File: src/eth_pkg.sv
package eth_pkg;

    // Basic widths.
    typedef logic [7:0]  byte_t;
    typedef logic [15:0] len_t;
    typedef logic [15:0] addr_t;
    typedef logic [47:0] mac_addr_t;
    typedef logic [31:0] ip_addr_t;
    typedef logic [15:0] port_t;

    // One datagram handed from the segmenter to the frame builder.
    typedef struct packed {
        len_t len;
        logic last;
    } seg_desc_t;

    // Segmenter states.
    typedef enum logic [2:0] {
        SEG_IDLE,
        SEG_DOOR,
        SEG_START,
        SEG_FETCH,
        SEG_REST,
        SEG_DONE
    } seg_state_t;

    // Frame builder states.
    typedef enum logic [2:0] {
        FRM_IDLE,
        FRM_PREAMBLE,
        FRM_HEADER,
        FRM_PAYLOAD,
        FRM_PAD,
        FRM_FCS,
        FRM_GAP
    } frm_state_t;

    // MAC 14 + IPv4 20 + UDP 8.
    localparam int HDR_LEN      = 42;
    // Shorter payloads are zero padded to reach the 64 byte minimum.
    localparam int MIN_PAYLOAD  = 18;
    localparam int PREAMBLE_LEN = 8;
    localparam int IFG_LEN      = 12;
    // Header bytes still to go when payload is requested.
    localparam int REQ_LEAD     = 4;

    localparam byte_t PREAMBLE_BYTE = 8'h55;
    localparam byte_t SFD_BYTE      = 8'hD5;
    localparam logic [15:0] ETH_TYPE_IPV4 = 16'h0800;
    localparam byte_t IP_TTL        = 8'h80;
    localparam byte_t IP_PROTO_UDP  = 8'h11;

endpackage

File: src/eth_crc32.sv
`timescale 1ns/10ps
module eth_crc32 (
    input  logic           gmii_tx_clk_i,
    input  logic           rst_i,
    input  logic           clear_i,
    input  logic           en_i,
    input  eth_pkg::byte_t data_i,
    output logic [31:0]    crc_o
);

    import eth_pkg::*;

    logic [31:0] crc;

    // Reflected form of 04C11DB7, LSB of each byte first.
    function automatic logic [31:0] crc_byte(logic [31:0] c, byte_t d);
        logic [31:0] r;
        logic        fb;
        r = c;
        for (int i = 0; i < 8; i++) begin
            fb = r[0] ^ d[i];
            r  = r >> 1;
            if (fb) begin
                r = r ^ 32'hEDB88320;
            end
        end
        return r;
    endfunction

    always_ff @(posedge gmii_tx_clk_i or posedge rst_i) begin
        if (rst_i) begin
            crc <= '1;
        end else if (clear_i) begin
            crc <= '1;
        end else if (en_i) begin
            crc <= crc_byte(crc, data_i);
        end
    end

    // Low byte goes out first.
    assign crc_o = ~{crc[7:0], crc[15:8], crc[23:16], crc[31:24]};

endmodule

File: src/payload_fifo.sv
`timescale 1ns/10ps
module payload_fifo #(
    parameter int FIFO_DEPTH = 16
) (
    input  logic           gmii_tx_clk_i,
    input  logic           rst_i,
    input  logic           wr_i,
    input  eth_pkg::byte_t wdata_i,
    input  logic           rd_i,
    output eth_pkg::byte_t rdata_o,
    output logic           empty_o,
    output logic           full_o
);

    import eth_pkg::*;

    localparam int AW = $clog2(FIFO_DEPTH);

    byte_t         mem [FIFO_DEPTH];
    logic [AW-1:0] wr_ptr;
    logic [AW-1:0] rd_ptr;
    logic [AW:0]   count;

    assign empty_o = (count == '0);
    assign full_o  = (count == (AW+1)'(FIFO_DEPTH));

    always_ff @(posedge gmii_tx_clk_i) begin
        if (wr_i) begin
            mem[wr_ptr] <= wdata_i;
        end
        if (rd_i) begin
            rdata_o <= mem[rd_ptr];
        end
    end

    always_ff @(posedge gmii_tx_clk_i or posedge rst_i) begin
        if (rst_i) begin
            wr_ptr <= '0;
            rd_ptr <= '0;
            count  <= '0;
        end else begin
            if (wr_i) begin
                wr_ptr <= (wr_ptr == AW'(FIFO_DEPTH - 1)) ? '0 : wr_ptr + 1'b1;
            end
            if (rd_i) begin
                rd_ptr <= (rd_ptr == AW'(FIFO_DEPTH - 1)) ? '0 : rd_ptr + 1'b1;
            end
            case ({wr_i, rd_i})
                2'b10:   count <= count + 1'b1;
                2'b01:   count <= count - 1'b1;
                default: count <= count;
            endcase
        end
    end

    a_no_overflow: assert property (@(posedge gmii_tx_clk_i) disable iff (rst_i)
        wr_i |-> !full_o);

    // The builder's request lead must keep the FIFO ahead of every pop.
    a_no_underflow: assert property (@(posedge gmii_tx_clk_i) disable iff (rst_i)
        rd_i |-> !empty_o);

endmodule

File: src/udp_frame_tx.sv
`timescale 1ns/10ps
module udp_frame_tx #(
    parameter int                 SEG_LEN  = 1400,
    parameter eth_pkg::mac_addr_t SRC_MAC  = 48'h02_00_00_00_00_01,
    parameter eth_pkg::mac_addr_t DST_MAC  = 48'h02_00_00_00_00_02,
    parameter eth_pkg::ip_addr_t  SRC_IP   = 32'hC0_A8_16_C8,
    parameter eth_pkg::ip_addr_t  DST_IP   = 32'hC0_A8_16_64,
    parameter eth_pkg::port_t     SRC_PORT = 16'h1F90,
    parameter eth_pkg::port_t     DST_PORT = 16'h1F90
) (
    input  logic               gmii_tx_clk_i,
    input  logic               rst_i,
    input  logic               seg_start_i,
    input  eth_pkg::seg_desc_t seg_i,
    output logic               payload_req_o,
    output logic               fifo_rd_o,
    input  eth_pkg::byte_t     fifo_rdata_i,
    output logic               frame_done_o,
    output logic               gmii_tx_en_o,
    output eth_pkg::byte_t     gmii_txd_o
);

    import eth_pkg::*;

    localparam int MAX_PAY   = (SEG_LEN > MIN_PAYLOAD) ? SEG_LEN : MIN_PAYLOAD;
    localparam int MAX_FRAME = PREAMBLE_LEN + HDR_LEN + MAX_PAY + 4;

    frm_state_t             state;
    len_t                   cnt;
    len_t                   pay_len;
    logic [15:0]            ip_id;
    logic [15:0]            ip_csum;
    logic [HDR_LEN*8-1:0]   hdr;
    byte_t                  txd_n;
    logic                   en_n;
    logic                   crc_en;
    logic [31:0]            crc_fcs;
    logic [15:0]            en_run;

    // One's-complement sum of the IPv4 header words, checksum field taken as zero.
    function automatic logic [15:0] ip_checksum(len_t plen, logic [15:0] id);
        logic [31:0] sum;
        sum = 32'h4500 + 32'(plen + 16'd28) + 32'(id) + 32'h4000
            + {16'h0, IP_TTL, IP_PROTO_UDP}
            + 32'(SRC_IP[31:16]) + 32'(SRC_IP[15:0])
            + 32'(DST_IP[31:16]) + 32'(DST_IP[15:0]);
        sum = {16'h0, sum[15:0]} + {16'h0, sum[31:16]};
        sum = {16'h0, sum[15:0]} + {16'h0, sum[31:16]};
        return ~sum[15:0];
    endfunction

    assign hdr = {DST_MAC, SRC_MAC, ETH_TYPE_IPV4,
                  8'h45, 8'h00, pay_len + 16'd28, ip_id, 16'h4000,
                  IP_TTL, IP_PROTO_UDP, ip_csum, SRC_IP, DST_IP,
                  SRC_PORT, DST_PORT, pay_len + 16'd8, 16'h0000};

    assign payload_req_o = (state == FRM_HEADER) && (cnt == len_t'(HDR_LEN - REQ_LEAD));
    // Pop one cycle ahead since FIFO data is registered.
    assign fifo_rd_o     = ((state == FRM_HEADER) && (cnt == len_t'(HDR_LEN - 1))) ||
                           ((state == FRM_PAYLOAD) && (cnt != pay_len - 16'd1));
    assign frame_done_o  = (state == FRM_GAP) && (cnt == len_t'(IFG_LEN - 1));
    assign crc_en        = (state == FRM_HEADER) || (state == FRM_PAYLOAD) ||
                           (state == FRM_PAD);

    always_comb begin
        txd_n = 8'h00;
        en_n  = 1'b1;
        case (state)
            FRM_PREAMBLE: txd_n = (cnt == len_t'(PREAMBLE_LEN - 1)) ? SFD_BYTE : PREAMBLE_BYTE;
            FRM_HEADER:   txd_n = hdr[8*(HDR_LEN - 1 - int'(cnt[5:0])) +: 8];
            FRM_PAYLOAD:  txd_n = fifo_rdata_i;
            FRM_PAD:      txd_n = 8'h00;
            FRM_FCS:      txd_n = crc_fcs[31 - 8*int'(cnt[1:0]) -: 8];
            default:      en_n  = 1'b0;
        endcase
    end

    always_ff @(posedge gmii_tx_clk_i or posedge rst_i) begin
        if (rst_i) begin
            state   <= FRM_IDLE;
            cnt     <= '0;
            pay_len <= '0;
            ip_id   <= '0;
            ip_csum <= '0;
        end else begin
            cnt <= cnt + 16'd1;
            case (state)
                FRM_IDLE: begin
                    cnt <= '0;
                    if (seg_start_i) begin
                        pay_len <= seg_i.len;
                        ip_csum <= ip_checksum(seg_i.len, ip_id);
                        state   <= FRM_PREAMBLE;
                    end
                end
                FRM_PREAMBLE: begin
                    if (cnt == len_t'(PREAMBLE_LEN - 1)) begin
                        cnt   <= '0;
                        state <= FRM_HEADER;
                    end
                end
                FRM_HEADER: begin
                    if (cnt == len_t'(HDR_LEN - 1)) begin
                        cnt   <= '0;
                        state <= FRM_PAYLOAD;
                    end
                end
                FRM_PAYLOAD: begin
                    // Short payloads keep counting through the pad bytes.
                    if (cnt == pay_len - 16'd1) begin
                        if (pay_len < len_t'(MIN_PAYLOAD)) begin
                            state <= FRM_PAD;
                        end else begin
                            cnt   <= '0;
                            state <= FRM_FCS;
                        end
                    end
                end
                FRM_PAD: begin
                    if (cnt == len_t'(MIN_PAYLOAD - 1)) begin
                        cnt   <= '0;
                        state <= FRM_FCS;
                    end
                end
                FRM_FCS: begin
                    if (cnt == 16'd3) begin
                        cnt   <= '0;
                        state <= FRM_GAP;
                    end
                end
                FRM_GAP: begin
                    if (cnt == len_t'(IFG_LEN - 1)) begin
                        ip_id <= ip_id + 16'd1;
                        state <= FRM_IDLE;
                    end
                end
                default: state <= FRM_IDLE;
            endcase
        end
    end

    always_ff @(posedge gmii_tx_clk_i or posedge rst_i) begin
        if (rst_i) begin
            gmii_tx_en_o <= 1'b0;
            gmii_txd_o   <= '0;
        end else begin
            gmii_tx_en_o <= en_n;
            gmii_txd_o   <= txd_n;
        end
    end

    eth_crc32 i_crc (
        .gmii_tx_clk_i (gmii_tx_clk_i),
        .rst_i         (rst_i),
        .clear_i       (seg_start_i),
        .en_i          (crc_en),
        .data_i        (txd_n),
        .crc_o         (crc_fcs)
    );

    // Cycles the enable has already been high.
    always_ff @(posedge gmii_tx_clk_i or posedge rst_i) begin
        if (rst_i) begin
            en_run <= '0;
        end else if (gmii_tx_en_o) begin
            en_run <= en_run + 16'd1;
        end else begin
            en_run <= '0;
        end
    end

    a_frame_len: assert property (@(posedge gmii_tx_clk_i) disable iff (rst_i)
        gmii_tx_en_o |-> en_run < 16'(MAX_FRAME));

endmodule

File: src/udp_segmenter.sv
`timescale 1ns/10ps
module udp_segmenter #(
    parameter int SEG_LEN = 1400
) (
    input  logic               gmii_tx_clk_i,
    input  logic               rst_i,
    input  logic               tx_send_i,
    input  eth_pkg::addr_t     tx_addr_i,
    input  eth_pkg::len_t      tx_len_i,
    input  eth_pkg::byte_t     tx_data_i,
    output eth_pkg::addr_t     tx_addr_o,
    output logic               tx_done_o,
    output logic               seg_start_o,
    output eth_pkg::seg_desc_t seg_o,
    input  logic               payload_req_i,
    input  logic               frame_done_i,
    output logic               fifo_wr_o,
    output eth_pkg::byte_t     fifo_wdata_o
);

    import eth_pkg::*;

    seg_state_t state;
    len_t       remaining;
    len_t       fetch_cnt;
    len_t       seg_len_n;

    // Full segment unless only the remainder is left.
    assign seg_len_n = (remaining > len_t'(SEG_LEN)) ? len_t'(SEG_LEN) : remaining;

    assign tx_done_o    = (state == SEG_DONE);
    // Buffer data returns one cycle after its address, already aligned with fifo_wr_o.
    assign fifo_wdata_o = tx_data_i;

    always_ff @(posedge gmii_tx_clk_i or posedge rst_i) begin
        if (rst_i) begin
            state       <= SEG_IDLE;
            remaining   <= '0;
            fetch_cnt   <= '0;
            tx_addr_o   <= '0;
            seg_o       <= '0;
            seg_start_o <= 1'b0;
            fifo_wr_o   <= 1'b0;
        end else begin
            seg_start_o <= 1'b0;
            fifo_wr_o   <= (state == SEG_FETCH);
            case (state)
                SEG_IDLE: begin
                    if (tx_send_i) begin
                        remaining <= tx_len_i;
                        tx_addr_o <= tx_addr_i;
                        state     <= SEG_DOOR;
                    end
                end
                SEG_DOOR: begin
                    if (remaining == '0) begin
                        state <= SEG_DONE;
                    end else begin
                        seg_o.len   <= seg_len_n;
                        seg_o.last  <= (remaining <= len_t'(SEG_LEN));
                        remaining   <= remaining - seg_len_n;
                        seg_start_o <= 1'b1;
                        state       <= SEG_START;
                    end
                end
                SEG_START: begin
                    if (payload_req_i) begin
                        fetch_cnt <= '0;
                        state     <= SEG_FETCH;
                    end
                end
                SEG_FETCH: begin
                    tx_addr_o <= tx_addr_o + 16'd1;
                    fetch_cnt <= fetch_cnt + 16'd1;
                    if (fetch_cnt == seg_o.len - 16'd1) begin
                        state <= SEG_REST;
                    end
                end
                SEG_REST: begin
                    // Only one frame in flight, so wait for the gap to end.
                    if (frame_done_i) begin
                        state <= seg_o.last ? SEG_DONE : SEG_DOOR;
                    end
                end
                SEG_DONE: begin
                    if (!tx_send_i) begin
                        state <= SEG_IDLE;
                    end
                end
                default: state <= SEG_IDLE;
            endcase
        end
    end

    // Every descriptor carries between one and SEG_LEN bytes.
    a_seg_len: assert property (@(posedge gmii_tx_clk_i) disable iff (rst_i)
        seg_start_o |-> (seg_o.len != '0) && (seg_o.len <= len_t'(SEG_LEN)));

    // A request for payload only comes while a descriptor is outstanding.
    a_req_in_start: assert property (@(posedge gmii_tx_clk_i) disable iff (rst_i)
        payload_req_i |-> state == SEG_START);

endmodule

File: src/udp_tx_top.sv
`timescale 1ns/10ps
module udp_tx_top #(
    parameter int                 SEG_LEN    = 1400,
    parameter int                 FIFO_DEPTH = 16,
    parameter eth_pkg::mac_addr_t SRC_MAC    = 48'h02_00_00_00_00_01,
    parameter eth_pkg::mac_addr_t DST_MAC    = 48'h02_00_00_00_00_02,
    parameter eth_pkg::ip_addr_t  SRC_IP     = 32'hC0_A8_16_C8,
    parameter eth_pkg::ip_addr_t  DST_IP     = 32'hC0_A8_16_64,
    parameter eth_pkg::port_t     SRC_PORT   = 16'h1F90,
    parameter eth_pkg::port_t     DST_PORT   = 16'h1F90
) (
    input  logic           gmii_tx_clk_i,
    input  logic           rst_i,
    input  logic           tx_send_i,
    input  eth_pkg::addr_t tx_addr_i,
    input  eth_pkg::len_t  tx_len_i,
    output logic           tx_done_o,
    output eth_pkg::addr_t tx_addr_o,
    input  eth_pkg::byte_t tx_data_i,
    output logic           gmii_tx_en_o,
    output eth_pkg::byte_t gmii_txd_o
);

    import eth_pkg::*;

    logic      seg_start;
    seg_desc_t seg;
    logic      payload_req;
    logic      frame_done;
    logic      fifo_wr;
    byte_t     fifo_wdata;
    logic      fifo_rd;
    byte_t     fifo_rdata;

    udp_segmenter #(
        .SEG_LEN (SEG_LEN)
    ) i_segmenter (
        .gmii_tx_clk_i (gmii_tx_clk_i),
        .rst_i         (rst_i),
        .tx_send_i     (tx_send_i),
        .tx_addr_i     (tx_addr_i),
        .tx_len_i      (tx_len_i),
        .tx_data_i     (tx_data_i),
        .tx_addr_o     (tx_addr_o),
        .tx_done_o     (tx_done_o),
        .seg_start_o   (seg_start),
        .seg_o         (seg),
        .payload_req_i (payload_req),
        .frame_done_i  (frame_done),
        .fifo_wr_o     (fifo_wr),
        .fifo_wdata_o  (fifo_wdata)
    );

    // Flags only feed the FIFO's own checks.
    payload_fifo #(
        .FIFO_DEPTH (FIFO_DEPTH)
    ) i_fifo (
        .gmii_tx_clk_i (gmii_tx_clk_i),
        .rst_i         (rst_i),
        .wr_i          (fifo_wr),
        .wdata_i       (fifo_wdata),
        .rd_i          (fifo_rd),
        .rdata_o       (fifo_rdata),
        .empty_o       (),
        .full_o        ()
    );

    udp_frame_tx #(
        .SEG_LEN  (SEG_LEN),
        .SRC_MAC  (SRC_MAC),
        .DST_MAC  (DST_MAC),
        .SRC_IP   (SRC_IP),
        .DST_IP   (DST_IP),
        .SRC_PORT (SRC_PORT),
        .DST_PORT (DST_PORT)
    ) i_frame_tx (
        .gmii_tx_clk_i (gmii_tx_clk_i),
        .rst_i         (rst_i),
        .seg_start_i   (seg_start),
        .seg_i         (seg),
        .payload_req_o (payload_req),
        .fifo_rd_o     (fifo_rd),
        .fifo_rdata_i  (fifo_rdata),
        .frame_done_o  (frame_done),
        .gmii_tx_en_o  (gmii_tx_en_o),
        .gmii_txd_o    (gmii_txd_o)
    );

endmodule

File: config.mk
export PLATFORM = sky130hd
export DESIGN_NAME = udp_tx_top
export DESIGN_NICKNAME = d
export VERILOG_FILES = /design/src/eth_pkg.sv /design/src/eth_crc32.sv /design/src/payload_fifo.sv /design/src/udp_frame_tx.sv /design/src/udp_segmenter.sv /design/src/udp_tx_top.sv
export SDC_FILE = /design/constraint.sdc
export NUM_CORES = 1
export LEC_CHECK = 0
export ABC_AREA = 1
export BUFFER_PORTS_ARGS = -buffer_cell sky130_fd_sc_hd__clkbuf_2
export CAP_MARGIN = 40
export CORE_UTILIZATION = 45
export CTS_BUF_LIST = sky130_fd_sc_hd__clkbuf_4 sky130_fd_sc_hd__clkbuf_8
export CTS_CLUSTER_DIAMETER = 150
export DETAILED_ROUTE_END_ITERATION = 6
export GPL_TIMING_DRIVEN = 0
export PLACE_DENSITY_LB_ADDON = 0.25
export SLEW_MARGIN = 10
export SYNTH_ARGS = -nofsm -noshare
export SYNTH_HDL_FRONTEND = slang
export SYNTH_SLANG_ARGS = --single-unit
File: constraint.sdc
create_clock -name gmii_tx_clk_i -period 16 [get_ports gmii_tx_clk_i]
set_input_delay 2.4 -clock gmii_tx_clk_i [delete_from_list [all_inputs] [get_ports gmii_tx_clk_i]]
set_output_delay 2.4 -clock gmii_tx_clk_i [all_outputs]
set_load 0.01 [all_outputs]
==> key figures <==
Run status
  • Status: finished, final reports clean

Critical path
  • Critical-path top delay cell: dfrtp_1
  • Reg-to-reg endpoint: i_frame_tx.ip_csum[12]$_DFFE_PP0P_
  • CP endpoint: i_frame_tx.ip_csum[12]$_DFFE_PP0P_
  • Crit path DAT: 8.67 ns
  • Crit Path Class: flop to flop
  • Crit path from: i_segmenter.seg_o[3]$_DFFE_PP0P_
  • CP Max Fanout: 5
  • Nature of the critical path startpoint: flop
  • Crit end category: flop
  • Reg2Reg Setup Slack: 7.89 ns
  • CP peak stage delay: 0.48 ns
  • Reg2Reg Depth: 48
  • CP dominant cell by count: inv_1
  • Reg2Reg Launch Point: i_segmenter.seg_o[3]$_DFFE_PP0P_
  • Worst endpoint required time: 16.56 ns

Drt
  • Post-route ant nets: 0
  • DRC errors left: 0
  • TritonRoute pass-1 iters: 6
  • WL final: 58,680 um
  • Wire per inst: 17.66 um
  • Routed vias: 18.02k
  • Drt initial violations: 1,563
  • Via density: 5.422

STA
  • Unrepaired setup endpoints after global routing: no
  • Min Hold Slack: 0.4918 ns
  • Final Setup Violations: 0
  • Minimum clock period: 8.114 ns
  • Final Hold Viols: 0
  • Final period util: 0.5071
  • Max Clk Rate: 0.1232 GHz
  • Clock skew: 0.02759 ns
  • Setup TNS: 0 ns
  • Slew Limit Headroom: 0.4033
  • Slew @ Worst Pin: 0.8950 ns
  • Slew Viols, Final: 0

Floorplan
  • Core footprint: 0.04422 mm2
  • Die area: 0.04572 mm2
  • Starting Density: 0.4566
  • Die Ht: 213.8 um
  • Die Width: 213.8 um
  • Row cnt: 77
  • I/O pin total: 69

Final layout
  • ANT cells: 0
  • Layout cell share with drive strength beyond 1: 0.1208
  • NumNets Final: 2,784
  • Layout Area Growth over Synthesis: 12.30%
  • Post-route design area: 0.02268 mm2

Power
  • Tot Pwr: 4.771 mW
  • Power per cell area: 210.4 mW/mm2
  • Pleak: 10.28 nW
  • Combinational Power Share: 0.553
  • Net Sw Frac: 0.4887
  • Worst VDD drop: 0.0001167 V
  • Clock power frac: 0.186
  • Int Power: 2.439 mW
  • Sw Pwr: 2.331 mW
  • Flop pwr share: 0.261

Synth
  • Synth Cell Area: 0.02019 mm2
  • Synth Net Count: 2,652
  • Warnings, synthesis: 0
  • Yosys reg bits: 322
  • Share of synthesized registers carrying an async set or reset: 0.5776
  • Synth cell types: 70
  • Synth Instances: 2,549
  • Number of synthesized flops with an enable pin: 136
  • Syn Area/Cell: 7.921 um2
  • Seq/Total Area, Yosys: 0.4348
  • Ys flop type: dfrtp_1

Clock network
  • CTS tree: yes
  • Clk_lat worst skew: 0.67 ns
  • CTS max path bufs: 3
  • Root buf cell: clkbuf_8
  • Max H-tree Level: 2
  • Clock net sink count: 322
  • Worst-path clk slew: 0.06 ns
  • Hold buffers post-CTS: 0
  • Post_cts resized: 0
  • CTS buffer count: 58
  • Post-CTS Setup Bufs: 0

Worst hold path
  • Hold crit path type: flop to flop
  • Hold depth: 2

Placement
  • Area post-placement: 0.02132 mm2
  • PortBufs: 68
  • Final Wtd Congestion: 0.9900
  • HPWL after DPL: 43,600 um

GRT
  • Largest net degree at the start of global routing: 111
  • First-pass GRT wire length: 93,030 um
  • Grt total ovfl: 0
  • Initial antenna violation count: 0
  • Vias in the first global route: 17.03k
  • GRT Overall Usage: 0.2618

Run
  • Max Cap Viol: 0
==> layout make-up <==
cell class	instances	area [um2]
Clock buffer	88	1080
Inverter	346	1309
Multi-Input combinational cell	1800	9696
Fill cell	4237	21550
Clock inverter	22	265.3
Sequential cell	322	8778
Tap cell	592	740.7
Timing Repair Buffer	72	390.4
Buffer	81	416.7
==> cell usage after synthesis (all sizes together), types with 5 or more instances <==
| cell type | n | area (um2) |
|---|---|---|
| dfrtp | 154 | 3854 |
| nand4 | 43 | 269.0 |
| nand2 | 589 | 2360 |
| or2 | 7 | 43.80 |
| nand3 | 219 | 1131 |
| o22ai | 42 | 262.8 |
| o21bai | 5 | 37.54 |
| o221ai | 11 | 96.34 |
| a21oi | 94 | 478.0 |
| xnor2 | 19 | 166.4 |
| o211ai | 10 | 80.07 |
| dfstp | 32 | 840.8 |
| a31oi | 7 | 43.79 |
| a221oi | 8 | 70.07 |
| inv | 344 | 1294 |
| clkbuf | 52 | 197.7 |
| a32o | 9 | 90.09 |
| nor2 | 258 | 1016 |
| nor3 | 50 | 250.2 |
| a22oi | 8 | 60.06 |
| nor4 | 16 | 121.4 |
| xor2 | 125 | 1117 |
| o21ai | 180 | 908.4 |
| ha | 58 | 725.7 |
| buf | 29 | 219.0 |
| edfxtp | 136 | 4084 |
==> stage by stage <==
stage	cells	utilization	setup slack, ns
floorplan	2549	-	8.596
global placement	3209	0.4811	6.126
detailed placement	3212	0.4822	7.957
CTS	3322	0.5126	7.919
global route	3323	0.5128	6.823
finish	3323	0.5128	7.886
==> cell usage in the layout, fill, tap and decap left out, types with 9 or more instances in the layout <==
cell type / n
nor2_2: 10
o22ai_1: 42
nand4_1: 43
buf_2: 13
edfxtp_1: 136
nand2_2: 29
nor3_1: 50
inv_2: 12
xor2_1: 122
clkbuf_8: 67
nor4_1: 14
clkbuf_1: 50
o211ai_1: 9
clkbuf_4: 21
clkinv_2: 12
o21ai_0: 165
nor2_1: 245
a32o_1: 9
dfrtp_1: 154
o21ai_1: 13
inv_1: 330
o221ai_1: 11
dfstp_2: 32
a21oi_1: 92
xnor2_1: 19
nand3_1: 215
nand2_1: 551
clkbuf_2: 70
ha_1: 58
==> power groups by stage <==
stage / Combinational (mW) / Sequential (mW) / Clock [mW]
5_1_grt: 2.95 / 1.27 / 0.945
2_1_floorplan: 1.89 / 1.22 / 0
3_3_place_gp: 2.56 / 1.25 / 0
3_5_place_dp: 2.60 / 1.26 / 0
6_report: 2.64 / 1.25 / 0.887
4_1_cts: 2.61 / 1.24 / 0.905
==> registers in the layout, indices dropped and copies added (netlist names) <==
name / flops
i_segmenter.tx_addr_o: 16
i_fifo.mem: 128
i_frame_tx.state: 3
i_frame_tx.ip_csum: 16
i_segmenter.seg_start_o: 1
i_frame_tx.i_crc.crc: 32
i_fifo.rd_ptr: 4
i_frame_tx.ip_id: 16
i_segmenter.state: 3
i_segmenter.seg_o: 17
i_frame_tx.cnt: 16
i_fifo.wr_ptr: 4
i_fifo.rdata_o: 8
i_frame_tx.gmii_tx_en_o: 1
i_segmenter.fifo_wr_o: 1
i_segmenter.fetch_cnt: 16
i_frame_tx.gmii_txd_o: 8
i_segmenter.remaining: 16
i_frame_tx.pay_len: 16
==> cells by family after synthesis <==
family,after synthesis,synth area share
xor+xnor,144,0.06358
fa+ha+maj,60,0.03792
simple gates,1191,0.2609
other cells,1,0.0001857
mux,1,0.0004957
buf+inv,427,0.08508
flops,322,0.4348
compound gates,403,0.1171
==> critical path: cells and delay by family (launching register included) <==
family / cells / cell delay, ns
AO/OA/AOI/OAI: 6 / 1.06
XOR/XNOR: 2 / 0.37
adder cells (fa/ha/maj): 7 / 1.86
buffers and inverters: 10 / 0.79
flip-flops: 1 / 0.48
AND/OR/NAND/NOR: 23 / 3.44
==> metal layers <==
layer / global-route usage / part of all wire
met3: 0.04643 / 0.078
met5: 0 / 0
met4: 0.07192 / 0.019
met2: 0.4020 / 0.44
met1: 0.3781 / 0.46
==> worst min path at each step <==
stage	endpoint	slack, ns	start
floorplan	i_frame_tx.ip_csum[14]$_DFFE_PP0P_	0.45	i_frame_tx.ip_csum[14]$_DFFE_PP0P_
global placement	i_frame_tx.ip_csum[0]$_DFFE_PP0P_	0.47	i_frame_tx.ip_csum[0]$_DFFE_PP0P_
detailed placement	i_frame_tx.ip_csum[15]$_DFFE_PP0P_	0.47	i_frame_tx.ip_csum[15]$_DFFE_PP0P_
CTS	i_frame_tx.ip_csum[15]$_DFFE_PP0P_	0.49	i_frame_tx.ip_csum[15]$_DFFE_PP0P_
global route	i_frame_tx.ip_csum[1]$_DFFE_PP0P_	0.52	i_frame_tx.ip_csum[1]$_DFFE_PP0P_
finish	i_frame_tx.ip_csum[15]$_DFFE_PP0P_	0.49	i_frame_tx.ip_csum[15]$_DFFE_PP0P_
(Power assumes the default switching activity.)
